===== config.mk =====
export PLATFORM = sky130hd
export DESIGN_NAME = apbI2cTop
export DESIGN_NICKNAME = d
export VERILOG_FILES = /design/src/design/apbRegPkg.sv /design/src/design/i2cPkg.sv /design/src/design/apbDecode.sv /design/src/design/apbI2cTop.sv /design/src/design/byteFifo.sv /design/src/design/i2cMaster.sv
export SDC_FILE = /design/constraint.sdc
export NUM_CORES = 1
export LEC_CHECK = 0
export ABC_AREA = 0
export BUFFER_PORTS_ARGS = -buffer_cell sky130_fd_sc_hd__buf_2
export CAP_MARGIN = 20
export CORE_MARGIN = 5
export CORE_UTILIZATION = 53
export CTS_CLUSTER_DIAMETER = 100
export CTS_CLUSTER_SIZE = 20
export DETAILED_ROUTE_END_ITERATION = 7
export PLACE_DENSITY = 0.76
export SYNTH_ARGS = -nofsm -noshare
export SYNTH_HDL_FRONTEND = slang
export SYNTH_SLANG_ARGS = --single-unit

===== constraint.sdc =====
create_clock -name PCLK -period 2.5 [get_ports PCLK]
set_input_delay 0.125 -clock PCLK [delete_from_list [all_inputs] [get_ports PCLK]]
set_output_delay 0.125 -clock PCLK [all_outputs]
set_load 0.005 [all_outputs]

===== src/design/apbRegPkg.sv =====
// APB register map, bus word types and configuration register layout
package apbRegPkg;

	//////////////////////////////////////////////////
	// Bus word types
	//////////////////////////////////////////////////

	// Full APB address word
	typedef logic [31:0] apbAddr;

	// Full APB data word, read and write
	typedef logic [31:0] apbData;

	// Contents of the configuration and timeout registers
	typedef logic [13:0] regField;

	//////////////////////////////////////////////////
	// Register map
	//////////////////////////////////////////////////

	// Write pushes a byte into the transmit FIFO
	localparam apbAddr addrTxFifo = 32'd0;

	// Read pops a byte from the receive FIFO
	localparam apbAddr addrRxFifo = 32'd4;

	// Transfer configuration, enable bit starts a transfer
	localparam apbAddr addrConfig = 32'd8;

	// Transfer timeout in PCLK cycles, zero disables it
	localparam apbAddr addrTimeout = 32'd12;

	//////////////////////////////////////////////////
	// Configuration register
	//////////////////////////////////////////////////

	// Packed to the same 14 bits as regField, MSB first
	typedef struct packed {
		logic [4:0] byteCount;    // Data bytes after the address
		logic [6:0] slaveAddr;    // 7-bit target address
		logic       readNotWrite; // R/W bit sent with the address
		logic       enable;       // Set starts, cleared on done
	} cfgReg;

endpackage


===== src/design/i2cPkg.sv =====
// I2C data, FIFO sizing, bus timing and master state definitions
package i2cPkg;

	//////////////////////////////////////////////////
	// Data and FIFO sizing
	//////////////////////////////////////////////////

	// One byte on the I2C bus
	typedef logic [7:0] i2cByte;

	// Depth shared by the transmit and receive FIFOs
	localparam int fifoDepth = 8;

	// Read and write pointers, wrap at fifoDepth
	typedef logic [2:0] fifoPtr;

	// Occupancy, one bit wider to hold a full count
	typedef logic [3:0] fifoCount;

	//////////////////////////////////////////////////
	// Bus timing
	//////////////////////////////////////////////////

	// PCLK cycles in each SCL half period
	localparam int sclHalf = 4;

	//////////////////////////////////////////////////
	// Master control
	//////////////////////////////////////////////////

	// Transfer sequencing of the bit engine
	typedef enum logic [2:0] {
		idle,
		start,
		sendByte,
		getAck,
		recvByte,
		putAck,
		stop
	} i2cState;

	// Status back to the register block
	typedef struct packed {
		logic busy;  // Transfer in progress
		logic done;  // One-cycle pulse at the end of STOP
		logic error; // NACK or timeout, held until next start
	} i2cStatus;

endpackage


===== src/design/apbDecode.sv =====
// APB slave decode with config and timeout registers, FIFO strobes and read mux
`timescale 1ns/1ps

module apbDecode
(
	input  logic                 PCLK,
	input  logic                 PRESETn,
	// APB slave side
	input  logic                 pSel,
	input  logic                 pEnable,
	input  logic                 pWrite,
	input  apbRegPkg::apbAddr    pAddr,
	input  apbRegPkg::apbData    pWData,
	output apbRegPkg::apbData    pRData,
	output logic                 pReady,
	output logic                 pSlvErr,
	// Interrupt levels
	output logic                 intTx,
	output logic                 intRx,
	// FIFO side
	input  i2cPkg::i2cByte       rxHead,
	input  logic                 rxEmpty,
	input  logic                 txEmpty,
	output logic                 txPush,
	output i2cPkg::i2cByte       txData,
	output logic                 rxPop,
	// Master side
	input  i2cPkg::i2cStatus     status,
	output apbRegPkg::cfgReg     cfg,
	output apbRegPkg::regField   timeoutLimit,
	output logic                 startPulse
);

	logic accessPhase;
	logic wrAccess;
	logic rdAccess;
	logic cfgWrite;
	logic toWrite;
	apbRegPkg::cfgReg cfgNext;

	//////////////////////////////////////////////////
	// Access decode
	//////////////////////////////////////////////////

	// Zero wait states so every access phase completes
	assign accessPhase = pSel && pEnable;
	assign pReady = accessPhase;
	assign wrAccess = accessPhase && pWrite;
	assign rdAccess = accessPhase && !pWrite;

	// One-cycle FIFO strobes
	assign txPush = wrAccess && (pAddr == apbRegPkg::addrTxFifo);
	assign txData = pWData[7:0];
	assign rxPop = rdAccess && (pAddr == apbRegPkg::addrRxFifo);

	// Register writes
	assign cfgWrite = wrAccess && (pAddr == apbRegPkg::addrConfig);
	assign toWrite = wrAccess && (pAddr == apbRegPkg::addrTimeout);
	assign cfgNext = apbRegPkg::cfgReg'(pWData[$bits(apbRegPkg::cfgReg)-1:0]);

	// Status and interrupt levels pass straight out
	assign pSlvErr = status.error;
	assign intTx = txEmpty;
	assign intRx = rxEmpty;

	//////////////////////////////////////////////////
	// Registers
	//////////////////////////////////////////////////

	always_ff @(posedge PCLK)
	begin
		if (!PRESETn)
		begin
			cfg <= '0;
			timeoutLimit <= '0;
			startPulse <= 1'b0;
		end
		else
		begin
			// A start request while busy is dropped here
			startPulse <= cfgWrite && cfgNext.enable && !status.busy;
			// Software write wins over the done clear
			if (cfgWrite)
				cfg <= cfgNext;
			else if (status.done)
				cfg.enable <= 1'b0;
			if (toWrite)
				timeoutLimit <= pWData[$bits(apbRegPkg::regField)-1:0];
		end
	end

	// Read data valid in the access cycle
	always_comb
	begin
		case (pAddr)
			apbRegPkg::addrRxFifo:  pRData = apbRegPkg::apbData'(rxHead);
			apbRegPkg::addrConfig:  pRData = apbRegPkg::apbData'(cfg);
			apbRegPkg::addrTimeout: pRData = apbRegPkg::apbData'(timeoutLimit);
			default:                pRData = '0;
		endcase
	end

	//////////////////////////////////////////////////
	// Checks
	//////////////////////////////////////////////////

	// Ready only acknowledges an access phase that follows a setup phase
	assert property (@(posedge PCLK) disable iff (!PRESETn)
		pReady |-> $past(pSel && !pEnable));

	// A new start never overlaps the end of the previous transfer
	assert property (@(posedge PCLK) disable iff (!PRESETn)
		!(startPulse && status.done));

endmodule


===== src/design/apbI2cTop.sv =====
// APB to I2C master top level joining decode, transmit and receive FIFOs and the master
`timescale 1ns/1ps

module apbI2cTop
(
	input  logic               PCLK,
	input  logic               PRESETn,
	// APB slave
	input  logic               pSel,
	input  logic               pEnable,
	input  logic               pWrite,
	input  apbRegPkg::apbAddr  pAddr,
	input  apbRegPkg::apbData  pWData,
	output apbRegPkg::apbData  pRData,
	output logic               pReady,
	output logic               pSlvErr,
	// Interrupts
	output logic               intTx,
	output logic               intRx,
	// Open-drain I2C pins
	output logic               sclLow,
	output logic               sdaLow,
	input  logic               sdaIn
);

	// Transmit path
	logic txPush;
	i2cPkg::i2cByte txData;
	i2cPkg::i2cByte txHead;
	logic txEmpty;
	logic txPop;

	// Receive path
	logic rxPush;
	i2cPkg::i2cByte rxData;
	i2cPkg::i2cByte rxHead;
	logic rxEmpty;
	logic rxPop;

	// Control between decode and master
	apbRegPkg::cfgReg cfg;
	apbRegPkg::regField timeoutLimit;
	logic startPulse;
	i2cPkg::i2cStatus status;

	//////////////////////////////////////////////////
	// Register block
	//////////////////////////////////////////////////

	apbDecode u_apbDecode (
		.PCLK(PCLK), .PRESETn(PRESETn),
		.pSel(pSel), .pEnable(pEnable), .pWrite(pWrite), .pAddr(pAddr), .pWData(pWData),
		.pRData(pRData), .pReady(pReady), .pSlvErr(pSlvErr),
		.intTx(intTx), .intRx(intRx),
		.rxHead(rxHead), .rxEmpty(rxEmpty), .txEmpty(txEmpty),
		.txPush(txPush), .txData(txData), .rxPop(rxPop),
		.status(status), .cfg(cfg), .timeoutLimit(timeoutLimit), .startPulse(startPulse)
	);

	// Software pushes, master pops
	byteFifo u_txFifo (
		.PCLK(PCLK), .PRESETn(PRESETn),
		.push(txPush), .pushData(txData), .pop(txPop),
		.head(txHead), .empty(txEmpty), .full()
	);

	// Master pushes, software pops
	byteFifo u_rxFifo (
		.PCLK(PCLK), .PRESETn(PRESETn),
		.push(rxPush), .pushData(rxData), .pop(rxPop),
		.head(rxHead), .empty(rxEmpty), .full()
	);

	i2cMaster u_i2cMaster (
		.PCLK(PCLK), .PRESETn(PRESETn),
		.startPulse(startPulse), .cfg(cfg), .timeoutLimit(timeoutLimit),
		.txHead(txHead), .txEmpty(txEmpty), .txPop(txPop),
		.rxPush(rxPush), .rxData(rxData),
		.status(status), .sclLow(sclLow), .sdaLow(sdaLow), .sdaIn(sdaIn)
	);

endmodule


===== src/design/byteFifo.sv =====
// Synchronous byte FIFO with occupancy count, shared by transmit and receive paths
`timescale 1ns/1ps

module byteFifo
(
	input  logic           PCLK,
	input  logic           PRESETn,
	input  logic           push,
	input  i2cPkg::i2cByte pushData,
	input  logic           pop,
	output i2cPkg::i2cByte head,
	output logic           empty,
	output logic           full
);

	i2cPkg::i2cByte mem [i2cPkg::fifoDepth];
	i2cPkg::fifoPtr wrPtr;
	i2cPkg::fifoPtr rdPtr;
	i2cPkg::fifoCount count;
	logic doPush;
	logic doPop;

	// Drop pushes when full, ignore pops when empty
	assign doPush = push && !full;
	assign doPop = pop && !empty;

	assign empty = (count == '0);
	assign full = (count == i2cPkg::fifoCount'(i2cPkg::fifoDepth));

	// Head is visible without a pop
	assign head = mem[rdPtr];

	// Storage
	always_ff @(posedge PCLK)
	begin
		if (doPush)
			mem[wrPtr] <= pushData;
	end

	//////////////////////////////////////////////////
	// Pointers and occupancy
	//////////////////////////////////////////////////

	always_ff @(posedge PCLK)
	begin
		if (!PRESETn)
		begin
			wrPtr <= '0;
			rdPtr <= '0;
			count <= '0;
		end
		else
		begin
			// Pointers wrap on their own width
			if (doPush)
				wrPtr <= wrPtr + 1'b1;
			if (doPop)
				rdPtr <= rdPtr + 1'b1;
			// Push and pop together keep the count
			case ({doPush, doPop})
				2'b10:   count <= count + 1'b1;
				2'b01:   count <= count - 1'b1;
				default: count <= count;
			endcase
		end
	end

	// Overflow means lost data upstream
	assert property (@(posedge PCLK) disable iff (!PRESETn) push |-> !full);

	// Underflow means a read with nothing behind it
	assert property (@(posedge PCLK) disable iff (!PRESETn) pop |-> !empty);

endmodule


===== src/design/i2cMaster.sv =====
// I2C master bit engine running one transfer with acknowledge and timeout checks
`timescale 1ns/1ps

module i2cMaster
(
	input  logic                PCLK,
	input  logic                PRESETn,
	input  logic                startPulse,
	input  apbRegPkg::cfgReg    cfg,
	input  apbRegPkg::regField  timeoutLimit,
	// Transmit FIFO
	input  i2cPkg::i2cByte      txHead,
	input  logic                txEmpty,
	output logic                txPop,
	// Receive FIFO
	output logic                rxPush,
	output i2cPkg::i2cByte      rxData,
	// Status and bus pins
	output i2cPkg::i2cStatus    status,
	output logic                sclLow,
	output logic                sdaLow,
	input  logic                sdaIn
);

	i2cPkg::i2cState state;
	logic [$clog2(i2cPkg::sclHalf)-1:0] divCnt;
	logic halfTick;
	logic [2:0] bitCnt;
	logic [4:0] byteLeft;
	logic rnw;
	i2cPkg::i2cByte shiftReg;
	i2cPkg::i2cByte nextTx;
	apbRegPkg::regField toCnt;
	logic timedOut;

	// End of an SCL half period
	assign halfTick = (divCnt == $bits(divCnt)'(i2cPkg::sclHalf - 1));

	// Empty transmit FIFO sends zeros
	assign nextTx = txEmpty ? '0 : txHead;

	// Received byte sits in the shifter
	assign rxData = shiftReg;

	// Timeout never cuts into an ongoing STOP
	assign timedOut = (timeoutLimit != '0) && (toCnt >= timeoutLimit) &&
		(state != i2cPkg::idle) && (state != i2cPkg::stop);

	//////////////////////////////////////////////////
	// Transfer FSM
	//////////////////////////////////////////////////

	always_ff @(posedge PCLK)
	begin
		if (!PRESETn)
		begin
			state <= i2cPkg::idle;
			divCnt <= '0;
			bitCnt <= '0;
			byteLeft <= '0;
			rnw <= 1'b0;
			shiftReg <= '0;
			toCnt <= '0;
			txPop <= 1'b0;
			rxPush <= 1'b0;
			status <= '0;
			sclLow <= 1'b0;
			sdaLow <= 1'b0;
		end
		else
		begin
			// Strobes default low
			txPop <= 1'b0;
			rxPush <= 1'b0;
			status.done <= 1'b0;
			// Divider and timeout run only inside a transfer
			if (state == i2cPkg::idle)
				divCnt <= '0;
			else
			begin
				divCnt <= halfTick ? '0 : divCnt + 1'b1;
				toCnt <= toCnt + 1'b1;
			end
			if (timedOut)
			begin
				// Abort, pull both lines low and close with STOP
				status.error <= 1'b1;
				sclLow <= 1'b1;
				sdaLow <= 1'b1;
				divCnt <= '0;
				bitCnt <= '0;
				state <= i2cPkg::stop;
			end
			else
			begin
				case (state)
					i2cPkg::idle:
					begin
						if (startPulse && cfg.enable)
						begin
							// START: SDA falls while SCL is released
							sdaLow <= 1'b1;
							shiftReg <= {cfg.slaveAddr, cfg.readNotWrite};
							byteLeft <= cfg.byteCount;
							rnw <= cfg.readNotWrite;
							bitCnt <= '0;
							toCnt <= '0;
							status.busy <= 1'b1;
							status.error <= 1'b0;
							state <= i2cPkg::start;
						end
					end
					i2cPkg::start:
					begin
						// Hold START, then SCL low with the address MSB
						if (halfTick)
						begin
							sclLow <= 1'b1;
							sdaLow <= ~shiftReg[7];
							state <= i2cPkg::sendByte;
						end
					end
					i2cPkg::sendByte:
					begin
						if (halfTick)
						begin
							if (sclLow)
								sclLow <= 1'b0;
							else
							begin
								sclLow <= 1'b1;
								if (bitCnt == 3'd7)
								begin
									// Release SDA for the slave ACK
									bitCnt <= '0;
									sdaLow <= 1'b0;
									state <= i2cPkg::getAck;
								end
								else
								begin
									bitCnt <= bitCnt + 1'b1;
									shiftReg <= {shiftReg[6:0], 1'b0};
									sdaLow <= ~shiftReg[6];
								end
							end
						end
					end
					i2cPkg::getAck:
					begin
						if (halfTick)
						begin
							if (sclLow)
								sclLow <= 1'b0;
							else
							begin
								sclLow <= 1'b1;
								if (sdaIn)
								begin
									// NACK ends the transfer with an error
									status.error <= 1'b1;
									sdaLow <= 1'b1;
									state <= i2cPkg::stop;
								end
								else if (byteLeft == '0)
								begin
									sdaLow <= 1'b1;
									state <= i2cPkg::stop;
								end
								else if (rnw)
								begin
									byteLeft <= byteLeft - 1'b1;
									state <= i2cPkg::recvByte;
								end
								else
								begin
									// Load next write byte, MSB goes out now
									byteLeft <= byteLeft - 1'b1;
									shiftReg <= nextTx;
									txPop <= !txEmpty;
									sdaLow <= ~nextTx[7];
									state <= i2cPkg::sendByte;
								end
							end
						end
					end
					i2cPkg::recvByte:
					begin
						if (halfTick)
						begin
							if (sclLow)
								sclLow <= 1'b0;
							else
							begin
								// Sample at the end of SCL high
								sclLow <= 1'b1;
								shiftReg <= {shiftReg[6:0], sdaIn};
								if (bitCnt == 3'd7)
								begin
									bitCnt <= '0;
									rxPush <= 1'b1;
									// ACK all but the last byte
									sdaLow <= (byteLeft != '0);
									state <= i2cPkg::putAck;
								end
								else
									bitCnt <= bitCnt + 1'b1;
							end
						end
					end
					i2cPkg::putAck:
					begin
						if (halfTick)
						begin
							if (sclLow)
								sclLow <= 1'b0;
							else
							begin
								sclLow <= 1'b1;
								if (byteLeft == '0)
								begin
									sdaLow <= 1'b1;
									state <= i2cPkg::stop;
								end
								else
								begin
									byteLeft <= byteLeft - 1'b1;
									sdaLow <= 1'b0;
									state <= i2cPkg::recvByte;
								end
							end
						end
					end
					i2cPkg::stop:
					begin
						// SCL rises first, then SDA rises for STOP
						if (halfTick)
						begin
							if (sclLow)
								sclLow <= 1'b0;
							else
							begin
								sdaLow <= 1'b0;
								status.busy <= 1'b0;
								status.done <= 1'b1;
								state <= i2cPkg::idle;
							end
						end
					end
					default: state <= i2cPkg::idle;
				endcase
			end
		end
	end

	// SDA moves only with SCL low, START and STOP excepted
	assert property (@(posedge PCLK) disable iff (!PRESETn)
		$changed(sdaLow) |-> sclLow || (state == i2cPkg::start) ||
			($past(state) == i2cPkg::stop));

	// Completion is a single pulse
	assert property (@(posedge PCLK) disable iff (!PRESETn) status.done |=> !status.done);

endmodule


# Yosys cells after proc, flatten, opt, wreduce, memory -nomap -nowiden
# Memories as Yosys holds them, arrays and structs flattened. A register that Yosys moved wholly into a read port is not among the register bits.
# Index checks and enable logic that the tools add are counted.
[word_totals]
output_inout_bits = 38
mem_bits_ro = 0
n_memories = 2
ram_bits = 128
latch_bits = 0
inputBits = 70
register_bits = 92
[memory_table]
columns = ["memory", "words", "word_bits", "rd", "rd_clocked_by_memory_dff", "write_ports", "line", "rtl"]
rows = [
  ["u_rxFifo.mem", 8, 8, 1, 1, 1, "byteFifo.sv:16", "i2cPkg::i2cByte mem [i2cPkg::fifoDepth];"],
  ["u_txFifo.mem", 8, 8, 1, 1, 1, "byteFifo.sv:16", ""],
]
[classes]
n_addsub = 12
shift = 0
div_mod_pow = 0
order_cmp = 1
bitwise_logic = 9
mux = 99
eq_ne = 55
n_mul = 0
n_reduce_logical = 58
[ops]
columns = ["op", "n"]
rows = [
  ["two-way mux 8 bit", 12],
  ["two-way mux 3 bit", 26],
  ["== test 32 x 4 -> 1 bit, second input constant", 2],
  ["two-way mux 14 bit", 4],
  ["one-hot mux 14 bit (3 select lines)", 1],
  ["two-way mux 1 bit", 36],
  ["two-way mux 5 bit", 7],
  ["== test 32 x 3 -> 1 bit, second input constant", 1],
  ["zero test 32 bit", 1],
  ["one-hot mux 8 bit (4 select lines)", 1],
  ["AND reduction 14 bit", 2],
  ["inequality test 3 x 1 -> 1 bit, second input constant", 9],
  ["inequality test 2 bit, second input constant", 11],
  ["one-hot mux 3 bit (7 select lines)", 1],
  ["inequality test 2 x 1 -> 1 bit, second input constant", 9],
  ["inequality test 3 bit, second input constant", 6],
  ["logical AND 1 bit", 17],
  ["one-hot mux 4 bit (2 select lines)", 2],
  ["adder 3 x 1 -> 3 bit, second input constant", 5],
  ["one-hot mux 5 bit (3 select lines)", 1],
  ["AND reduction 15 bit", 1],
  ["adder 14 x 1 -> 14 bit, second input constant", 1],
  ["greater-or-equal comparator 14 bit", 1],
  ["nonzero test 14 bit", 1],
  ["36 further kinds", 76],
]

# Logic depth before layout (Yosys ltp)
# Gate-level depths: netlist of the first run.
[logic_depth]
ltp_word = 10
depth_mapped = 12
depth_no_buf = 12

# Cells and area by module
# From an unflattened synthesis of the first run, not the netlist that was laid out.
[hier_totals]
hier_cells = 880
hier_area_um2 = 10806.6
[by_module_without_submodules]
columns = ["module", "cells_each", "area_each_um2", "n_inst", "seq_area_each_um2"]
rows = [
  ["byteFifo", 167, 3101.7, 2, 2182.1],
  ["i2cMaster", 361, 2850.2, 1, 860.8],
  ["apbDecode", 185, 1752.9, 1, 580.6],
]

# Least setup slack after synthesis of the first run
# No wires, ideal clock.
[synth_timing]
path_type = "input to register"
startpoint = "input pAddr[18]"
endpoint = "register u_txFifo.count[3]"
slack_ps = -52
arrival_ps = 2481
stages = 12
required_ps = 2430
setup_time_ps = 70
cell_sequence = "nor4_1 -> nand4_1 -> or2_1 -> a2111oi_4 -> inv_1 -> ha_1 -> ha_1 -> a21o_1 -> a21oi_1 -> xnor2_1 -> or3_1 -> a21oi_1"
[synth_between]
elab_chain_len = 5
[synth_rtl]
columns = ["item", "line", "rtl"]
rows = [
  ["start: declaration", "apbI2cTop.sv:12", "input apbRegPkg::apbAddr pAddr,"],
  ["zero test 32 bit (*)", "apbDecode.sv:52", "assign txPush = wrAccess && (pAddr == apbRegPkg::addrTxFifo);"],
  ["logical AND 1 bit (*)", "apbDecode.sv:52", ""],
  ["logical AND 1 bit (*)", "byteFifo.sv:24", "assign doPush = push && !full;"],
  ["== test 2 x 1 -> 1 bit or == test 2 bit (tied branches)", "byteFifo.sv:60", "case ({doPush, doPop})"],
  ["one-hot mux 4 bit (2 select lines) or nonzero test 2 bit (tied branches)", "--", ""],
  ["end signal: assignment", "byteFifo.sv:61", "2'b10: count <= count + 1'b1;"],
  ["end signal: assignment", "byteFifo.sv:62", "2'b01: count <= count - 1'b1;"],
  ["end signal: assignment", "byteFifo.sv:63", "default: count <= count;"],
  ["end: declaration", "byteFifo.sv:19", "i2cPkg::fifoCount count;"],
]
# Mark *: on every way between the ends. The rest lies on a longest branch, timed or not.
# A chain may end at the register's enable or synchronous reset.

# Worst setup path after layout of the first run
[layout_timing]
startpoint = "register u_apbDecode.timeoutLimit[12]"
endpoint = "register u_i2cMaster.byteLeft[0]"
[layout_between]
elab_chain_len = 6
[layout_rtl]
columns = ["item", "line", "rtl"]
rows = [
  ["start: declaration", "apbDecode.sv:30", "output apbRegPkg::regField timeoutLimit,"],
  ["start signal: assignment", "apbDecode.sv:88", "timeoutLimit <= pWData[$bits(apbRegPkg::regField)-1:0];"],
  ["greater-or-equal comparator 14 bit or nonzero test 14 bit (tied branches)", "i2cMaster.sv:46", "assign timedOut = (timeoutLimit != '0) && (toCnt >= timeoutLimit) &&"],
  ["logical AND 1 bit (*) (2 in a row)", "i2cMaster.sv:46", ""],
  ["logical AND 1 bit (*)", "i2cMaster.sv:47", "(state != i2cPkg::idle) && (state != i2cPkg::stop);"],
  ["inverter 1 bit (no source line) (*)", "--", ""],
  ["AND reduction 8 bit (no source line) (*)", "--", ""],
  ["end signal: assignment", "i2cMaster.sv:104", "byteLeft <= cfg.byteCount;"],
  ["end signal: assignment", "i2cMaster.sv:171", "byteLeft <= byteLeft - 1'b1;"],
  ["end signal: assignment", "i2cMaster.sv:177", "byteLeft <= byteLeft - 1'b1;"],
  ["end: declaration", "i2cMaster.sv:29", "logic [4:0] byteLeft;"],
]
# Marks and branches as above.

==> results of run 1 <==
## timing repair
item,in CTS,in global routing
pin swaps,3,14
resized for setup,5,42
endpoints found under the setup margin,8,36
hold buffers,11,1
setup buffers,1,0
gates cloned,1,0
endpoints found under the hold margin,40,8
## layout by cell type, fill, tap and decap left out, drive strengths merged, types with 32 or more instances in the layout
cell	netlist	routed
dfxtp	98	98
mux4	32	32
nand2	61	61
nor2	118	118
buf	42	158
a21oi	52	52
inv	31	32
edfxtp	128	128
mux2i	53	53
## how the worst max path moves through the flow
stage	startpoint	depth (start not counted)	slack, ps	to
after CTS	u_i2cMaster.toCnt[0]	11	5	u_i2cMaster.state[2]
after global placement	pAddr[0]	13	-230	u_txFifo.count[3]
after global routing	u_apbDecode.timeoutLimit[12]	11	-20	u_i2cMaster.byteLeft[2]
after detailed placement	pAddr[0]	13	-370	u_txFifo.count[3]
after floorplan	pAddr[13]	11	20	u_txFifo.count[3]
final	u_apbDecode.timeoutLimit[12]	10	70	u_i2cMaster.byteLeft[0]
## layer usage
layer  vias to the layer above  share of wire  GRT usage
li1                       3556              -          -
met1                      3604           0.44      0.283
met2                       194           0.50      0.359
met3                        33          0.048     0.0287
met4                         0          0.018     0.0485
met5                         -              0          0
## registers in the layout, indices dropped and copies added (netlist names), 2 cells and up, named ones only
| register | flops |
|---|---|
| u_rxFifo.mem | 64 |
| u_txFifo.mem | 64 |
| u_apbDecode.cfg | 14 |
| u_apbDecode.timeoutLimit | 14 |
| u_i2cMaster.toCnt | 14 |
| u_i2cMaster.rxData | 8 |
| u_i2cMaster.byteLeft | 5 |
| u_rxFifo.count | 4 |
| u_txFifo.count | 4 |
| u_i2cMaster.bitCnt | 3 |
| u_i2cMaster.state | 3 |
| u_i2cMaster.status | 3 |
| u_rxFifo.rdPtr | 3 |
| u_rxFifo.wrPtr | 3 |
| u_txFifo.rdPtr | 3 |
| u_txFifo.wrPtr | 3 |
| u_i2cMaster.divCnt | 2 |
## worst max-delay path: cells and delay by family (launching register included)
family	cells	cell delay [ps]
AOI/OAI and AO/OA	3	600
adders and majority gates	1	240
and+or+nand+nor	4	930
DFF	1	340
buffers and inverters	2	210
## cells in the mapped netlist, drive strengths merged, types with 3 or more instances
| cell | count | share of area |
|---|---|---|
| nor3b | 7 | 0.0050 |
| and2 | 3 | 0.0018 |
| ha | 30 | 0.036 |
| xnor2 | 4 | 0.0033 |
| o211ai | 7 | 0.0055 |
| o21ai | 31 | 0.015 |
| o31ai | 5 | 0.0036 |
| nand2b | 10 | 0.0059 |
| and4 | 3 | 0.0025 |
| dfxtp | 98 | 0.19 |
| a32oi | 3 | 0.0025 |
| nor3 | 20 | 0.012 |
| or2 | 5 | 0.0030 |
| mux2i | 53 | 0.050 |
| a22oi | 3 | 0.0021 |
| nand2 | 61 | 0.022 |
| edfxtp | 128 | 0.36 |
| nand3 | 31 | 0.015 |
| or3 | 6 | 0.0036 |
| nor4 | 16 | 0.0095 |
| nor2 | 118 | 0.043 |
| mux4 | 32 | 0.068 |
| inv | 31 | 0.011 |
| and3 | 3 | 0.0018 |
| clkbuf | 23 | 0.0082 |
| a21o | 3 | 0.0021 |
| xor2 | 14 | 0.012 |
| nand4 | 5 | 0.0030 |
| mux2 | 9 | 0.0096 |
| a311oi | 4 | 0.0033 |
| o221ai | 6 | 0.0050 |
| a21oi | 52 | 0.025 |
| nor4b | 3 | 0.0031 |
| nor2b | 5 | 0.0030 |
| buf | 42 | 0.025 |
## layout make-up
type,instances,area [sq um]
timing repair buffer,170,1180
sequential,226,5820
clock buffer,24,409
multi-input combinational,597,4550
inverter,32,120
tap,265,332
fill,1494,7100
clock inverter,1,16.3
## metrics by stage
| step | instance area [sq um] | hold slack, ps | instances |
|---|---|---|---|
| after floorplan | 10600 | 224 | 920 |
| after global placement | 11600 | 377 | 1276 |
| after detailed placement | 11600 | 387 | 1276 |
| after CTS | 12200 | 2.49 | 1314 |
| after global routing | 12400 | 2.85 | 1315 |
| final | 12400 | 2.49 | 1315 |
## kinds of logic (layout without fill, tap and decap cells)
group           after synthesis  count (layout)  synth area share
mux                          94              94             0.128
xor+xnor                     18              18            0.0150
flops                       226             226             0.551
other cells                   1              18          0.000356
simple gates                301             301             0.137
fa+ha+maj                    32              32            0.0394
compound gates              134             134            0.0842
buf+inv                      97             227            0.0444
## power by group
part / internal, mW / switching, mW
clock: 1.15 / 1.20
combinational: 0.781 / 1.12
sequential: 3.97 / 0.103
total: 5.90 / 2.41
==> flow_summary_export.csv, run 1 <==
group,metric,value,unit
setup_path,crit_required,2880,ps
detailed_routing,drtIter0Drc,624,
setup_path,endpoint_kind,"flop",
cts,cts_tree,"done",
setup_path,worstReg2RegEnd,"u_i2cMaster.byteLeft[0]",
cts,cts_buffer_depth,3,
placement,pre_cts_ws,-365,ps
die,die_w,151,um
die,pin_count,108,
power_and_ir_drop,power,8.31,mW
synthesis,yosysUniqueCellTypes,71,
timing,period_share,0.970,
timing,max_slew.worst_pin.slew,603,ps
die,core-area,19500,sq um
detailed_routing,drc,0,
placement,hpwlAfterDp,17.1,mm
synthesis,yosysWarnings,0,
setup_path,worstPathCellList,"inv_2, ha_4, nand4_1, nor3_2, or4_4, a41oi_4, buf_12, o211ai_4, and2_1, o31a_1",
hold_path,hold_path_end,"u_txFifo.mem[0][3]",
cts,root_buffer,"clkbuf_16",
grt,grt_max_degree,30,
die,row_count,51,
timing,fin_tns_setup,0,ps
timing,timing.fmax,412,MHz
synthesis,ys_seq_elements,226,
setup_path,cp.arrival,2800,ps
placement,gp_congestion,0.910,
power_and_ir_drop,leakagePower,4.25,nW
setup_path,critPathMaxStageDelay,550,ps
setup_path,r2r_setup_slack,70,ps
timing,hold_violations,0,
cts,worstSkewPairLatency,480,ps
final_layout,antenna_cells,0,
grt,antenna_found_initial,0,
cts,clkSinkCount,226,
die,die-area,22800,sq um
hold_path,hp-class,"input port to flop",
setup_path,worstSetupStartpointType,"flop",
setup_path,cp_max_fo,6,
timing,min_period,2430,ps
grt,grtUsageTotal,0.209,
detailed_routing,vias,7387,
timing,drv_slew,0,
cts,cts_made_buffers,15,
grt,grt_pass1_wl,37.5,mm
hold_path,min_from,"pWData[3]",
grt,grt.overflow.total,0,
detailed_routing,drt-total-wl,24.0,mm
timing,clock_skew,19.9,ps
timing,timing.final.ws_setup,73.9,ps
run,max_cap_violations,0,
setup_path,r2r-start,"u_apbDecode.timeoutLimit[12]",
setup_path,slowest_stage,"or4_4",
final_layout,drive_gt1_frac,0.262,
hold_path,whs_path_depth,1,
final_layout,fin_nets,1144,
detailed_routing,ant_nets,0,
synthesis,avgSynthCellArea,11.7,sq um
setup_path,ff2ff_path_depth,10,
synthesis,ys.flop_type,"edfxtp_1",
synthesis,ys_async_sr_fraction,0,
placement,portBuffers,71,
detailed_routing,wl_per_cell,18.2,um
detailed_routing,viasPerCell,5.62,
final_layout,final_util,0.637,
grt,grt_pass1_vias,7167,
synthesis,syn-instance-count,903,
power_and_ir_drop,ir_worst_vdd,0.000480,V
cts,cts-htree-levels,1,
power_and_ir_drop,powerDensity,669,nW/um^2
timing,setup_viol,0,
die,initial_utilization,0.539,
die,dieHeight,151,um
detailed_routing,first_pass_iters,5,
timing,slew_headroom,0.597,
synthesis,synth_edf_count,128,
run_status,status,"completed",
synthesis,syn-cell-area,10500,sq um
final_layout,areaGrowthSynthToFinish,18.0,%
cts,clk_pin_slew,90,ps
setup_path,critPathKind,"flop to flop",
timing,rsz0062_at_grt,"true",
synthesis,synth_seq_area_share,0.551,
Power figures use the tool's default switching activity.
==> run 2: changes to the inputs <==
Settings changed: SETUP_SLACK_MARGIN set to 0.4.
==> run 2 against run 1 <==
Via count rose by 2.2%; register-to-register slack about the same; critical path depth unchanged; non-clock buffer count increased by 2; clock skew down 2.3 ps; maximum frequency fell by 0.51%; first-iteration DRC count rose by 22%; critical endpoint is now u_i2cMaster.byteLeft[3]; largest cell class unchanged; highest routed layer unchanged.
==> flow_summary_export.csv, run 2 (synthesis results as in run 1) <==
group,metric,value,unit
run_status,status,"completed",
run,max_cap_violations,0,
cts,cts_buffer_depth,3,
die,die_w,151,um
final_layout,antenna_cells,0,
grt,grt_max_degree,52,
power_and_ir_drop,leakagePower,4.38,nW
timing,rsz0062_at_grt,"true",
final_layout,areaGrowthSynthToFinish,23.5,%
detailed_routing,drt-total-wl,24.7,mm
timing,hold_slack,12.0,ps
grt,antenna_found_initial,0,
die,core-area,19500,sq um
setup_path,ff2ff_path_depth,10,
final_layout,layout_common_cells,"edfxtp_1, nor2_1, buf_4",
cts,root_buffer,"clkbuf_16",
grt,grtUsageTotal,0.214,
timing,slew_headroom,0.402,
grt,grt_pass1_wl,38.5,mm
die,row_count,51,
hold_path,hp-class,"input port to flop",
setup_path,slowest_stage,"or4_4",
setup_path,cp_top_family,"compound AO/OA/AOI/OAI gates",
die,initial_utilization,0.539,
die,pin_count,108,
timing,clock_skew,17.6,ps
timing,setup_viol,0,
detailed_routing,viasPerCell,5.73,
detailed_routing,vias,7549,
setup_path,crit_required,2870,ps
final_layout,ff_latch_area,5850,sq um
placement,gp_congestion,0.967,
cts,worstSkewPairLatency,480,ps
die,die-area,22800,sq um
setup_path,cp_max_fo,5,
cts,clk_pin_slew,90,ps
cts,cts-htree-levels,1,
setup_path,worstPathCellList,"inv_2, ha_4, nand4_1, nor3_2, or4_4, a41oi_4, buf_6, o211ai_4, o211ai_1, o31ai_4",
setup_path,crit_buf_inv,2,
timing,min_period,2440,ps
setup_path,endpoint_kind,"flop",
setup_path,critPathKind,"flop to flop",
power_and_ir_drop,power,8.54,mW
setup_path,r2r-start,"u_apbDecode.timeoutLimit[12]",
setup_path,cp.arrival,2810,ps
hold_path,hold_path_end,"u_txFifo.mem[1][1]",
timing,hold_violations,0,
final_layout,final_common_cell,"edfxtp_1",
setup_path,worstReg2RegEnd,"u_i2cMaster.byteLeft[3]",
final_layout,top_regs,"u_rxFifo.mem (64), u_txFifo.mem (64)",
hold_path,whs_path_depth,1,
setup_path,r2r_setup_slack,60,ps
detailed_routing,wl_per_cell,18.7,um
hold_path,min_from,"pWData[1]",
cts,cts_tree,"done",
timing,timing.fmax,410,MHz
timing,max_slew.worst_pin.slew,895,ps
grt,grt.overflow.total,0,
final_layout,fin_nets,1147,
final_layout,drive_gt1_frac,0.330,
final_layout,multi_input_area,4960,sq um
power_and_ir_drop,powerDensity,657,nW/um^2
placement,portBuffers,71,
cts,cts_made_buffers,15,
placement,hpwlAfterDp,16.7,mm
setup_path,worstSetupStartpointType,"flop",
detailed_routing,first_pass_iters,5,
die,dieHeight,151,um
grt,grt_pass1_vias,7397,
timing,period_share,0.975,
power_and_ir_drop,ir_worst_vdd,0.000517,V
detailed_routing,drtIter0Drc,759,
cts,clkSinkCount,226,
final_layout,fillers,1417,
detailed_routing,ant_nets,0,
setup_path,critPathMaxStageDelay,520,ps
detailed_routing,drc,0,
timing,drv_slew,0,
==> run 2: per-layer routing <==
layer | up-vias | GRT usage | wire, um
met5 | - | 0 | 0
met4 | 0 | 0.0635 | 669
met3 | 59 | 0.0215 | 1360
met2 | 253 | 0.375 | 12200
met1 | 3662 | 0.284 | 10500
li1 | 3575 | - | -
==> run 2: worst max-delay path by stage <==
stage                                             from                 endpoint  cells past startpoint
final                     u_apbDecode.timeoutLimit[12]  u_i2cMaster.byteLeft[3]                     10
after global routing      u_apbDecode.timeoutLimit[12]  u_i2cMaster.byteLeft[3]                     10
after CTS                  u_apbDecode.timeoutLimit[7]  u_i2cMaster.byteLeft[0]                     10
after detailed placement                      pAddr[0]        u_txFifo.count[3]                     13
after global placement                        pAddr[0]        u_txFifo.count[3]                     13
after floorplan                              pAddr[13]        u_txFifo.count[3]                     11
==> run 2: cell type report <==
type	instances	area share
multi-input combinational	598	0.381
sequential	226	0.450
tap	265	0.0255
timing repair buffer	172	0.101
clock buffer	23	0.0312
clock inverter	2	0.00192
inverter	32	0.00942
==> run 2: repair_timing <==
action	in CTS	in global routing
hold buffers	10	1
pin swaps	35	32
cloned	2	0
gates resized for setup	71	54
endpoints found under the setup margin	95	59
hold endpoints to repair	44	3
setup buffers	15	3
==> run 2: report_power, final <==
part | switching (mW) | internal [mW] | leakage (nW)
registers | 0.112 | 3.97 | 1.87
clock network | 1.21 | 1.15 | 0.206
logic | 1.28 | 0.833 | 2.30
==> run 2: stage by stage <==
stage                util  instance area (sq um)  worst slack (ps)  setup TNS (ps)  std cells
floorplan               -                  10800              24.2               0        920
global placement    0.603                  11800              -165            -317       1262
detailed placement  0.603                  11800              -262           -1160       1262
CTS                 0.650                  12700               116               0       1314
global route        0.666                  13000             -19.6           -44.2       1318
finish              0.666                  13000              61.6               0       1318
